File: config.mk
export PLATFORM = sky130hd
export DESIGN_NAME = seg_display_top
export DESIGN_NICKNAME = d
export VERILOG_FILES = /design/src/source/seg_pkg.sv /design/src/source/seg_decoder.sv /design/src/source/seg_apb_regs.sv /design/src/source/seg_bcd_counter.sv /design/src/source/seg_scan_shifter.sv /design/src/source/seg_display_top.sv
export SDC_FILE = /design/constraint.sdc
export NUM_CORES = 1
export LEC_CHECK = 0
export BUFFER_PORTS_ARGS = -buffer_cell sky130_fd_sc_hd__buf_2
export CORE_MARGIN = 1
export CORE_UTILIZATION = 30
export DETAILED_ROUTE_END_ITERATION = 10
export GPL_TIMING_DRIVEN = 0
export RECOVER_POWER = 25
export SYNTH_ARGS = -nofsm -noshare
export SYNTH_HDL_FRONTEND = slang
export SYNTH_SLANG_ARGS = --single-unit
File: constraint.sdc
create_clock -name sys_clk -period 5.95 [get_ports sys_clk]
set_clock_uncertainty 0.15 [all_clocks]
set_input_delay 0.8925 -clock sys_clk [delete_from_list [all_inputs] [get_ports sys_clk]]
set_output_delay 0.8925 -clock sys_clk [all_outputs]
set_load 0.01 [all_outputs]
File: src/source/seg_pkg.sv
`default_nettype none

package seg_pkg;

	// four bcd digits, d0 is the least significant
	typedef struct packed {
		logic [3:0] d3;
		logic [3:0] d2;
		logic [3:0] d1;
		logic [3:0] d0;
	} seg_digits_t;

	typedef struct packed {
		logic        psel;
		logic        penable;
		logic        pwrite;
		logic [7:0]  paddr;
		logic [31:0] pwdata;
	} apb_req_t;

	typedef struct packed {
		logic [31:0] prdata;
		logic        pready;
		logic        pslverr;
	} apb_rsp_t;

	// serial display bus, dig_n active low
	typedef struct packed {
		logic       mosi;
		logic       sck;
		logic       ncs;
		logic [3:0] dig_n;
	} seg_bus_t;

	typedef struct packed {
		logic count_en;
		logic display_en;
	} seg_ctrl_t;

	localparam logic [7:0] addr_ctrl  = 8'h00;
	localparam logic [7:0] addr_value = 8'h04;
	localparam logic [7:0] addr_tick  = 8'h08;

	// segment bytes for 9 down to 0
	localparam logic [9:0][7:0] seg_table = {
		8'hE6, 8'hFE, 8'hE0, 8'hBE, 8'hAE,
		8'h66, 8'hEA, 8'hDA, 8'h60, 8'hFC
	};

endpackage

`default_nettype wire

File: src/source/seg_decoder.sv
`timescale 1ns/1ps
`default_nettype none

module seg_decoder (
	input  wire logic [3:0] digit,
	output logic [7:0]      segments
);

	// codes 10 to 15 stay dark
	always_comb begin
		if (digit <= 4'd9) begin
			segments = seg_pkg::seg_table[digit];
		end else begin
			segments = 8'h00;
		end
	end

endmodule

`default_nettype wire

File: src/source/seg_apb_regs.sv
`timescale 1ns/1ps
`default_nettype none

module seg_apb_regs #(
	parameter logic [31:0] tick_reset = 32'd50_000_000
) (
	input  wire logic               sys_clk,
	input  wire logic               sys_rst,
	input  wire seg_pkg::apb_req_t  apb_req,
	output seg_pkg::apb_rsp_t       apb_rsp,
	input  wire seg_pkg::seg_digits_t count,
	output seg_pkg::seg_ctrl_t      ctrl,
	output logic [31:0]             tick_period,
	output logic                    load,
	output seg_pkg::seg_digits_t    load_value,
	output logic                    clear
);

	logic        access;
	logic        wr_en;
	logic        sel_ctrl;
	logic        sel_value;
	logic        sel_tick;
	logic        addr_ok;
	logic [31:0] rdata;

	// access phase of a transfer, no wait states
	assign access = apb_req.psel & apb_req.penable;
	assign wr_en  = access & apb_req.pwrite;

	assign sel_ctrl  = (apb_req.paddr == seg_pkg::addr_ctrl);
	assign sel_value = (apb_req.paddr == seg_pkg::addr_value);
	assign sel_tick  = (apb_req.paddr == seg_pkg::addr_tick);
	assign addr_ok   = sel_ctrl | sel_value | sel_tick;

	always_ff @(posedge sys_clk or negedge sys_rst) begin
		if (!sys_rst) begin
			ctrl        <= '0;
			tick_period <= tick_reset;
			load        <= 1'b0;
			clear       <= 1'b0;
		end else begin
			// single cycle pulses
			load  <= wr_en & sel_value;
			clear <= wr_en & sel_ctrl & apb_req.pwdata[2];

			if (wr_en && sel_ctrl) begin
				ctrl.count_en   <= apb_req.pwdata[0];
				ctrl.display_en <= apb_req.pwdata[1];
			end

			if (wr_en && sel_tick) begin
				tick_period <= apb_req.pwdata;
			end
		end
	end

	always_ff @(posedge sys_clk) begin
		if (wr_en && sel_value) begin
			load_value <= apb_req.pwdata[15:0];
		end
	end

	// read mux, unmapped offsets read zero
	always_comb begin
		rdata = '0;
		if (sel_ctrl) begin
			rdata = {30'd0, ctrl.display_en, ctrl.count_en};
		end else if (sel_value) begin
			rdata = {16'd0, count};
		end else if (sel_tick) begin
			rdata = tick_period;
		end
	end

	always_comb begin
		apb_rsp.prdata  = rdata;
		apb_rsp.pready  = apb_req.psel;
		apb_rsp.pslverr = access & ~addr_ok;
	end

endmodule

`default_nettype wire

File: src/source/seg_bcd_counter.sv
`timescale 1ns/1ps
`default_nettype none

module seg_bcd_counter (
	input  wire logic                 sys_clk,
	input  wire logic                 sys_rst,
	input  wire seg_pkg::seg_ctrl_t   ctrl,
	input  wire logic [31:0]          tick_period,
	input  wire logic                 load,
	input  wire seg_pkg::seg_digits_t load_value,
	input  wire logic                 clear,
	output seg_pkg::seg_digits_t      count
);

	logic [31:0]     period;
	logic [31:0]     pre_cnt;
	logic            tick;
	logic [3:0][3:0] cur;
	logic [3:0][3:0] nxt;
	logic            carry;

	// zero period behaves like one
	assign period = (tick_period == 32'd0) ? 32'd1 : tick_period;
	assign tick   = ctrl.count_en && (pre_cnt >= period - 32'd1);

	always_ff @(posedge sys_clk or negedge sys_rst) begin
		if (!sys_rst) begin
			pre_cnt <= '0;
		end else if (clear || load || tick) begin
			pre_cnt <= '0;
		end else if (ctrl.count_en) begin
			pre_cnt <= pre_cnt + 32'd1;
		end
	end

	// ripple carry from d0 upward
	always_comb begin
		cur   = count;
		carry = 1'b1;
		for (int i = 0; i < 4; i++) begin
			nxt[i] = cur[i];
			if (carry) begin
				if (cur[i] >= 4'd9) begin
					nxt[i] = 4'd0;
				end else begin
					nxt[i] = cur[i] + 4'd1;
					carry  = 1'b0;
				end
			end
		end
	end

	always_ff @(posedge sys_clk or negedge sys_rst) begin
		if (!sys_rst) begin
			count <= '0;
		end else if (clear) begin
			count <= '0;
		end else if (load) begin
			count <= load_value;
		end else if (tick) begin
			count <= nxt;
		end
	end

endmodule

`default_nettype wire

File: src/source/seg_scan_shifter.sv
`timescale 1ns/1ps
`default_nettype none

module seg_scan_shifter #(
	parameter int sck_div = 1
) (
	input  wire logic               sys_clk,
	input  wire logic               sys_rst,
	input  wire seg_pkg::seg_ctrl_t ctrl,
	input  wire logic [3:0][7:0]    seg_bytes,
	output seg_pkg::seg_bus_t       seg
);

	localparam int div_w = (sck_div > 1) ? $clog2(sck_div) : 1;

	logic [div_w-1:0] div_cnt;
	logic             step_en;
	logic [6:0]       step;
	logic [1:0]       digit;
	logic [4:0]       phase;
	logic [7:0]       byte_q;
	logic [7:0]       cur_byte;
	logic [3:0]       dig_sel;

	assign step_en = (div_cnt == div_w'(sck_div - 1));

	always_ff @(posedge sys_clk or negedge sys_rst) begin
		if (!sys_rst) begin
			div_cnt <= '0;
		end else if (step_en) begin
			div_cnt <= '0;
		end else begin
			div_cnt <= div_cnt + 1'b1;
		end
	end

	// 72 steps per frame, 18 per digit
	always_ff @(posedge sys_clk or negedge sys_rst) begin
		if (!sys_rst) begin
			step <= '0;
		end else if (step_en) begin
			if (step == 7'd71) begin
				step <= '0;
			end else begin
				step <= step + 7'd1;
			end
		end
	end

	assign digit = 2'(step / 7'd18);
	assign phase = 5'(step % 7'd18);

	// byte is held from the end of local step 0
	always_ff @(posedge sys_clk) begin
		if (step_en && phase == 5'd0) begin
			byte_q <= seg_bytes[digit];
		end
	end

	assign cur_byte = (phase == 5'd0) ? seg_bytes[digit] : byte_q;

	// digit latched at the end of its ncs pulse
	always_ff @(posedge sys_clk or negedge sys_rst) begin
		if (!sys_rst) begin
			dig_sel <= 4'b0000;
		end else if (step_en && phase == 5'd17) begin
			dig_sel <= 4'b0001 << digit;
		end
	end

	always_ff @(posedge sys_clk or negedge sys_rst) begin
		if (!sys_rst) begin
			seg.mosi  <= 1'b0;
			seg.sck   <= 1'b0;
			seg.ncs   <= 1'b1;
			seg.dig_n <= 4'hF;
		end else begin
			if (phase < 5'd16) begin
				// lsb first, sck high on odd steps
				seg.mosi <= cur_byte[phase[3:1]];
				seg.sck  <= phase[0];
				seg.ncs  <= 1'b1;
			end else begin
				seg.mosi <= 1'b0;
				seg.sck  <= 1'b0;
				seg.ncs  <= 1'b0;
			end
			seg.dig_n <= ctrl.display_en ? ~dig_sel : 4'hF;
		end
	end

endmodule

`default_nettype wire

File: src/source/seg_display_top.sv
`timescale 1ns/1ps
`default_nettype none

module seg_display_top #(
	parameter int          sck_div    = 1,
	parameter logic [31:0] tick_reset = 32'd50_000_000
) (
	input  wire logic              sys_clk,
	input  wire logic              sys_rst,
	input  wire seg_pkg::apb_req_t apb_req,
	output seg_pkg::apb_rsp_t      apb_rsp,
	output seg_pkg::seg_bus_t      seg
);

	seg_pkg::seg_ctrl_t   ctrl;
	logic [31:0]          tick_period;
	logic                 load;
	seg_pkg::seg_digits_t load_value;
	logic                 clear;
	seg_pkg::seg_digits_t count;
	logic [3:0][7:0]      seg_bytes;

	seg_apb_regs #(
		.tick_reset(tick_reset)
	) regs0 (
		.sys_clk    (sys_clk),
		.sys_rst    (sys_rst),
		.apb_req    (apb_req),
		.apb_rsp    (apb_rsp),
		.count      (count),
		.ctrl       (ctrl),
		.tick_period(tick_period),
		.load       (load),
		.load_value (load_value),
		.clear      (clear)
	);

	seg_bcd_counter counter0 (
		.sys_clk    (sys_clk),
		.sys_rst    (sys_rst),
		.ctrl       (ctrl),
		.tick_period(tick_period),
		.load       (load),
		.load_value (load_value),
		.clear      (clear),
		.count      (count)
	);

	// one table per digit
	seg_decoder dec0 (.digit(count.d0), .segments(seg_bytes[0]));
	seg_decoder dec1 (.digit(count.d1), .segments(seg_bytes[1]));
	seg_decoder dec2 (.digit(count.d2), .segments(seg_bytes[2]));
	seg_decoder dec3 (.digit(count.d3), .segments(seg_bytes[3]));

	seg_scan_shifter #(
		.sck_div(sck_div)
	) shifter0 (
		.sys_clk  (sys_clk),
		.sys_rst  (sys_rst),
		.ctrl     (ctrl),
		.seg_bytes(seg_bytes),
		.seg      (seg)
	);

endmodule

`default_nettype wire

## After elaboration in Yosys (flattened, before gate mapping)

Memory sizes are Yosys's and may differ from the RTL's.
Index checks and enable logic that the tools add are counted.

| operators by class | value |
|---|---|
| divide/modulo/power cells | 2 |
| $lt $le $gt $ge | 16 |
| equal/unequal tests | 4 |
| reduce and logical (&&, ||, !) cells | 19 |
| shifts and indexed selects | 1 |
| bitwise logic cells | 11 |
| muxes and demuxes | 38 |
| $add $sub $neg | 8 |

Operator list:

| cell | count |
|---|---|
| two-way mux 32 bit | 6 |
| two-way mux 8 bit | 10 |
| two-way mux 16 bit | 3 |
| adder 32 x 1 -> 32 bit, second input constant | 1 |
| greater-or-equal comparator 32 bit | 1 |
| logical NOT 32 bit | 1 |
| two-way mux 4 bit | 8 |
| subtractor 32 x 1 -> 32 bit, second input constant | 1 |
| less-than comparator 4 x 5 -> 1 bit, second input constant | 4 |
| adder 4 x 1 -> 4 bit, second input constant | 4 |
| binary-select mux 8 bit (select 2 bit) | 1 |
| greater-or-equal comparator 4 bit, second input constant | 4 |
| <= comparator 4 bit, second input constant | 4 |
| nonzero test 3 bit | 4 |
| equality test 8 x 3 -> 1 bit, second input constant | 1 |
| equality test 8 x 4 -> 1 bit, second input constant | 1 |
| logical NOT 8 bit | 1 |
| adder 7 x 1 -> 7 bit, second input constant | 1 |
| divider 7 x 5 -> 7 bit, second input constant | 1 |
| equality test 7 bit, second input constant | 1 |
| remainder unit 7 x 5 -> 7 bit, second input constant | 1 |
| two-way mux 1 bit | 7 |
| two-way mux 7 bit | 1 |
| AND 1 bit | 6 |
| other kinds (16) | 26 |

| storage, ports and cells | value |
|---|---|
| logic and storage cells | 125 |
| bits in read-only memories | 512 |
| output and inout port bits | 41 |
| memories | 4 |
| register bits after elaboration | 127 |
| input port bits | 45 |

Memories:

| name | words | width | rd ports | clocked after memory_dff | write ports | RTL line | text |
|---|---|---|---|---|---|---|---|
| (name not given) | 16 | 8 | 1 | 0 | 0 | seg_decoder.sv:12 | `segments = seg_pkg::seg_table[digit];` |
| (name not given) | 16 | 8 | 1 | 0 | 0 | seg_decoder.sv:12 |  |
| (name not given) | 16 | 8 | 1 | 0 | 0 | seg_decoder.sv:12 |  |
| (name not given) | 16 | 8 | 1 | 0 | 0 | seg_decoder.sv:12 |  |

## Logic depth before layout (Yosys ltp)

| depth | value |
|---|---|
| word-level depth | 9 |
| mapped depth | 28 |
| gate-level depth less buffers | 25 |

## By module

A second synthesis with hierarchy kept.

| unflattened totals | value |
|---|---|
| cells, all modules | 936 |
| area total of the unflattened synthesis | 9066.2 um2 |

Modules (own cells, without submodules):

| module | instances | cells each | seq. area each (um2) | area an instance (um2) |
|---|---|---|---|---|
| seg_bcd_counter | 1 | 451 | 1201.2 | 3911.3 |
| seg_apb_regs | 1 | 167 | 1396.3 | 2396.0 |
| seg_scan_shifter | 1 | 194 | 696.9 | 1873.0 |
| seg_decoder | 4 | 31 | 0.0 | 221.5 |

## Least setup slack after synthesis

OpenSTA, ideal clock, no wires.

| timing | value |
|---|---|
| path type | flip-flop to flip-flop |
| from | register regs0.tick_period[9] |
| to | register counter0.pre_cnt[21] |
| buffers on the path | 3 |
| required time | 5.668 ns |
| setup time | 0.132 ns |
| arrival time | 4.999 ns |
| cell stages (with the launch flop) | 28 |
| slack | 0.669 ns |
| period minus slack after synthesis | 5.281 ns |
| cell sequence | dfrtp_1 or4_4 or3_4 or4_4 nor3_2 a21o_1 inv_1 ha_1 nand2_1 nor3_1 nand2b_1 or3_1 clkbuf_1 or3_4 nor4_4 and2b_1 xnor2_1 ha_1 a21oi_1 nor2b_1 o21ai_0 a21oi_1 o21ai_0 o211a_1 nor2_1 clkbuf_1 buf_1 nor2_1 |

| on the way | value |
|---|---|
| word-level cells in the longest chain between the ends | 7 |
| elaborated cells between the ends (all ways) | 8 |
| those cells by class | 1 x add/sub; 1 x order compare; 2 x mux; 4 x reduce/logical |

RTL lines:

| item | RTL line | text |
|---|---|---|
| start, declared | seg_apb_regs.sv:13 | `output logic [31:0] tick_period,` |
| start signal, assigned | seg_apb_regs.sv:39 | `tick_period <= tick_reset;` |
| start signal, assigned | seg_apb_regs.sv:53 | `tick_period <= apb_req.pwdata;` |
| logical NOT 32 bit | seg_bcd_counter.sv:23 | `assign period = (tick_period == 32'd0) ? 32'd1 : tick_period;` |
| two-way mux 32 bit (*) | seg_bcd_counter.sv:23 |  |
| subtractor 32 x 1 -> 32 bit (*) | seg_bcd_counter.sv:24 | `assign tick = ctrl.count_en && (pre_cnt >= period - 32'd1);` |
| greater-or-equal comparator 32 bit (*) | seg_bcd_counter.sv:24 |  |
| logical AND 1 bit (*) | seg_bcd_counter.sv:24 |  |
| logical OR 1 bit (*) | seg_bcd_counter.sv:29 | `end else if (clear \|\| load \|\| tick) begin` |
| two-way mux 32 bit or nonzero test 2 bit (tied branches) | n/a |  |
| end signal, assigned | seg_bcd_counter.sv:32 | `pre_cnt <= pre_cnt + 32'd1;` |
| end, declared | seg_bcd_counter.sv:16 | `logic [31:0] pre_cnt;` |

Mark *: on every way between the ends. The rest lies on a longest branch, timed or not.
A chain may end at the register's enable or synchronous reset.

## Worst setup path in the final report

| timing | value |
|---|---|
| from | register regs0.tick_period[22] |
| to | register counter0.count[8] (netlist name) |

| on the way | value |
|---|---|
| word-level cells in the longest chain between the ends | 7 |

RTL lines:

| item | RTL line |
|---|---|
| logical NOT 32 bit | seg_bcd_counter.sv:23 |
| two-way mux 32 bit (*) | seg_bcd_counter.sv:23 |
| subtractor 32 x 1 -> 32 bit (*) | seg_bcd_counter.sv:24 |
| greater-or-equal comparator 32 bit (*) | seg_bcd_counter.sv:24 |
| logical AND 1 bit (*) | seg_bcd_counter.sv:24 |
| nonzero test 3 bit (no source line) (*) | n/a |
| AND reduction 2 bit (no source line) (*) | n/a |

Marked as above.

==> impl_metrics.yaml <==
synthesis:
  synth_compound_gate_area_share_pct: 16.6
  yosysTopAreaCell: "dfrtp_1"
  synthDistinctLibCells: 76
  ys_async_sr_fraction_pct: 81.6
  synth-xor-area-share_pct: 6.27
  share_of_synthesized_cell_area_in_and_or_nand_and_nor_gates_pct: 19.7
  synth-warning-count: 0
  synth.mux.area_fraction_pct: 6.06
  count_of_flip_flops_with_a_built_in_enable_after_synthesis: 23
  synthCells: 903
  syn_area_um2: 8380
  synth-seq-area-share_pct: 38.9
  synth-seq-cells: 125
  postSynthAreaPerCell_um2: 9.28
  postSynth.topFlopCell: "dfrtp_1"
  largest_family_of_logic_cells_by_synthesized_area: "simple AND/OR/NAND/NOR gates"
  synthDominantCellAreaShare_pct: 25.4
  synth.net_count: 1008
  synth.area.top_cells: "dfrtp_1, ha_1, edfxtp_1, dfstp_2, mux2_2"
  adder_cell_area_share_of_the_yosys_netlist_pct: 8.96
timing:
  fin_tns_setup_ns: 0
  timing.final.max_slew_violations: 105
  period_minus_slack_ns: 5.71
  relSlewSlack_pct: -41.6
  period_share_pct: 95.9
  setup_viol_count_final: 0
  report.final.hold_viol_count: 0
  final_critical_path_setup_slack_ns: 0.244
  fmaxAchievable_mhz: 175
  transition_time_of_the_tightest_slew_check_pin_ns: 2.12
  fin_worst_hold_slack_ns: 0.244
die:
  initial_utilization_pct: 30.8
  placeableCoreArea_um2: 27200
  die-area_um2: 28600
  io-pin-count: 86
  die_width_um: 169
  core.rowCount: 60
  chipHeight_um: 169
final_layout:
  layout.cells.most_common: "nor2_1"
  areaGrowthSynthToFinish_pct: 19.6
  layout.nets: 1121
  multi_input_comb_area_um2: 4880
  num-fill-cells: 2791
  final_layout_size_suffix_gt1_share_pct: 19.2
  register_area_um2: 3270
  final_cell_mix: "nor2_1, dfrtp_1, nand2_1, buf_2, ha_1"
global_route:
  first_global_vias: 6796
  antenna_violations_before_repair: 1
  grt_first_pass_wirelength_mm: 36.5
  grt-ovfl-total: 0
  grt_max_degree: 69
  globalRouteTotalUtil_pct: 16.4
power_and_ir_drop:
  power.leakage_nw: 4.44
  power_density_over_the_cells_nw_per_um2: 221
  power_w: 0.00222
  vdd_drop_max_uv: 157
min_path:
  holdCritPathClass: "reg2reg"
clock_tree:
  clock_tree_from_tritoncts: "done"
  cts_max_path_buffers: 2
  holdBufCountCts: 0
  clk_pin_slew_worst_setup_hold_paths_ns: 0.07
  cts_made_buffers: 17
  numClockSinks: 125
  clk_root_buffer_cell: "clkbuf_16"
  cts-htree-levels: 4
  clock_latency_ns: 0.42
status:
  status: "finished, violations left"
  violations: "capacitance limit, slew limit"
detailed_routing:
  routed_wirelength_mm: 23.0
  num_vias: 7068
  drt_pre_antenna_iters: 5
  drc: 0
  ant_nets: 0
  final_routed_wire_length_divided_by_cell_count_um: 16.4
  routed_via_density: 5.04
  first_iter_violations: 507
run:
  maxCapViolations: 2
placement:
  numPortBuffers: 85
  finalWeightedCongestion: 0.860
  dp_slack_ns: -0.492
  hpwlAfterDp_mm: 17.0
setup_path:
  timing.reg2reg.setup_slack_ns: 0.24
  worst_ep_arrival_time_ns: 5.85
  worst-endpoint-required_ns: 6.10
  worstPathMaxFanout: 7
  timing.critical_path.from_type: "register"
  timing.critical_path.to_type: "register"
  setup.worst_path.class: "reg2reg"
logic make-up after synthesis:
logic type,count (synthesis)
and+or+nand+nor,325
AOI/OAI and AO/OA,210
DFF,125
buffers and inverters,77
xor gates and xnor gates,60
adders and majority gates,60
muxes,46
final cells by class:
class                      instances  share of cell area [%]
antenna                            1                  0.0250
buffer                            43                    1.72
clock buffer                      18                    4.38
clock inverter                    14                    1.93
inverter                          32                    1.20
multi-input combinational        701                    48.7
sequential                       125                    32.6
tap                              372                    4.64
timing repair buffer              96                    4.85
report_power, final:
group          leakage (nW)  switching [W]  total [W]  internal [W]
clock                 0.314       0.000437    0.00113      0.000689
combinational          2.61       0.000118   0.000197     0.0000791
sequential             1.52      0.0000137   0.000894      0.000880
total                  4.44       0.000569    0.00222       0.00165
worst paths after layout:
kind / from / end / depth (start not counted)
hold / removal: shifter0.dig_sel[3]$_DFFE_PN0N_ / shifter0.seg[3]$_DFF_PN1_ / 1
setup reg to reg: regs0.tick_period[22]$_DFFE_PN1P_ / counter0.count[8]$_DFFE_PN0P_ / 23
max in group asynchronous: sys_rst / regs0.tick_period[9]$_DFFE_PN0P_ / 2
hold reg to reg: shifter0.dig_sel[3]$_DFFE_PN0N_ / shifter0.seg[3]$_DFF_PN1_ / 1
setup / recovery: regs0.tick_period[22]$_DFFE_PN1P_ / counter0.count[8]$_DFFE_PN0P_ / 23
min in group asynchronous: sys_rst / regs0.tick_period[31]$_DFFE_PN0P_ / 1
cells in the mapped netlist, drive strengths merged, types with 11 or more instances:
library cell / n
nor2b: 13
xor2: 28
a21o: 16
nor3: 25
o21ai: 51
edfxtp: 23
dfrtp: 85
and2: 21
xnor2: 32
dfstp: 17
a22o: 19
nand2b: 11
a21oi: 48
clkbuf: 39
nand4: 14
nand2: 74
nor2: 89
mux2: 38
ha: 60
nand3: 29
inv: 31
worst max-delay path, stage by stage (launching register included):
cell,delay [ns]
dfstp_2,0.60
or4_4,0.16
nor4_1,0.06
nand2b_1,0.15
nor4b_2,0.09
a21o_1,0.24
inv_1,0.10
ha_1,0.20
nand2_1,0.10
nor3_2,0.22
nand2b_1,0.09
or3_4,0.38
or3_4,0.37
nor4_4,0.41
buf_4,0.18
nand2_1,0.06
xor2_1,0.16
ha_1,0.30
nand4_1,0.11
nor2_2,0.19
nand3_1,0.17
o211a_4,0.31
or3_1,0.46
mux2_2,0.30
stage by stage:
stage                     instances  area, µm²  utilization [%]
after floorplan                 903       8380                -
after detailed placement       1361       9300             34.2
final                          1402      10000             36.9
after global placement         1360       9270             34.1
after CTS                      1394       9950             36.6
after global routing           1402      10000             36.9
repair_timing:
action,CTS,global route
setup buffers,2,8
setup endpoints to repair,44,46
gates resized for setup,5,16
pin swaps,1,4
sequential cells by signal, indices dropped and copies added (netlist names):
| name | count |
|---|---|
| regs0.clear | 1 |
| regs0.load_value | 16 |
| regs0.tick_period | 32 |
| regs0.load | 1 |
| shifter0.byte_q | 7 |
| regs0.ctrl | 2 |
| shifter0.seg | 7 |
| shifter0.dig_sel | 4 |
| shifter0.step | 7 |
| counter0.count | 16 |
| counter0.pre_cnt | 32 |
per-layer routing:
metal	up-vias	share of wire, %	global-route usage (%)
li1	3503	-	-
met1	3396	48	22.6
met2	153	47	26.5
met4	0	1.2	4.27
met3	16	3.8	2.80
met5	-	0	0
No activity file was read; power rests on OpenSTA's default activity.
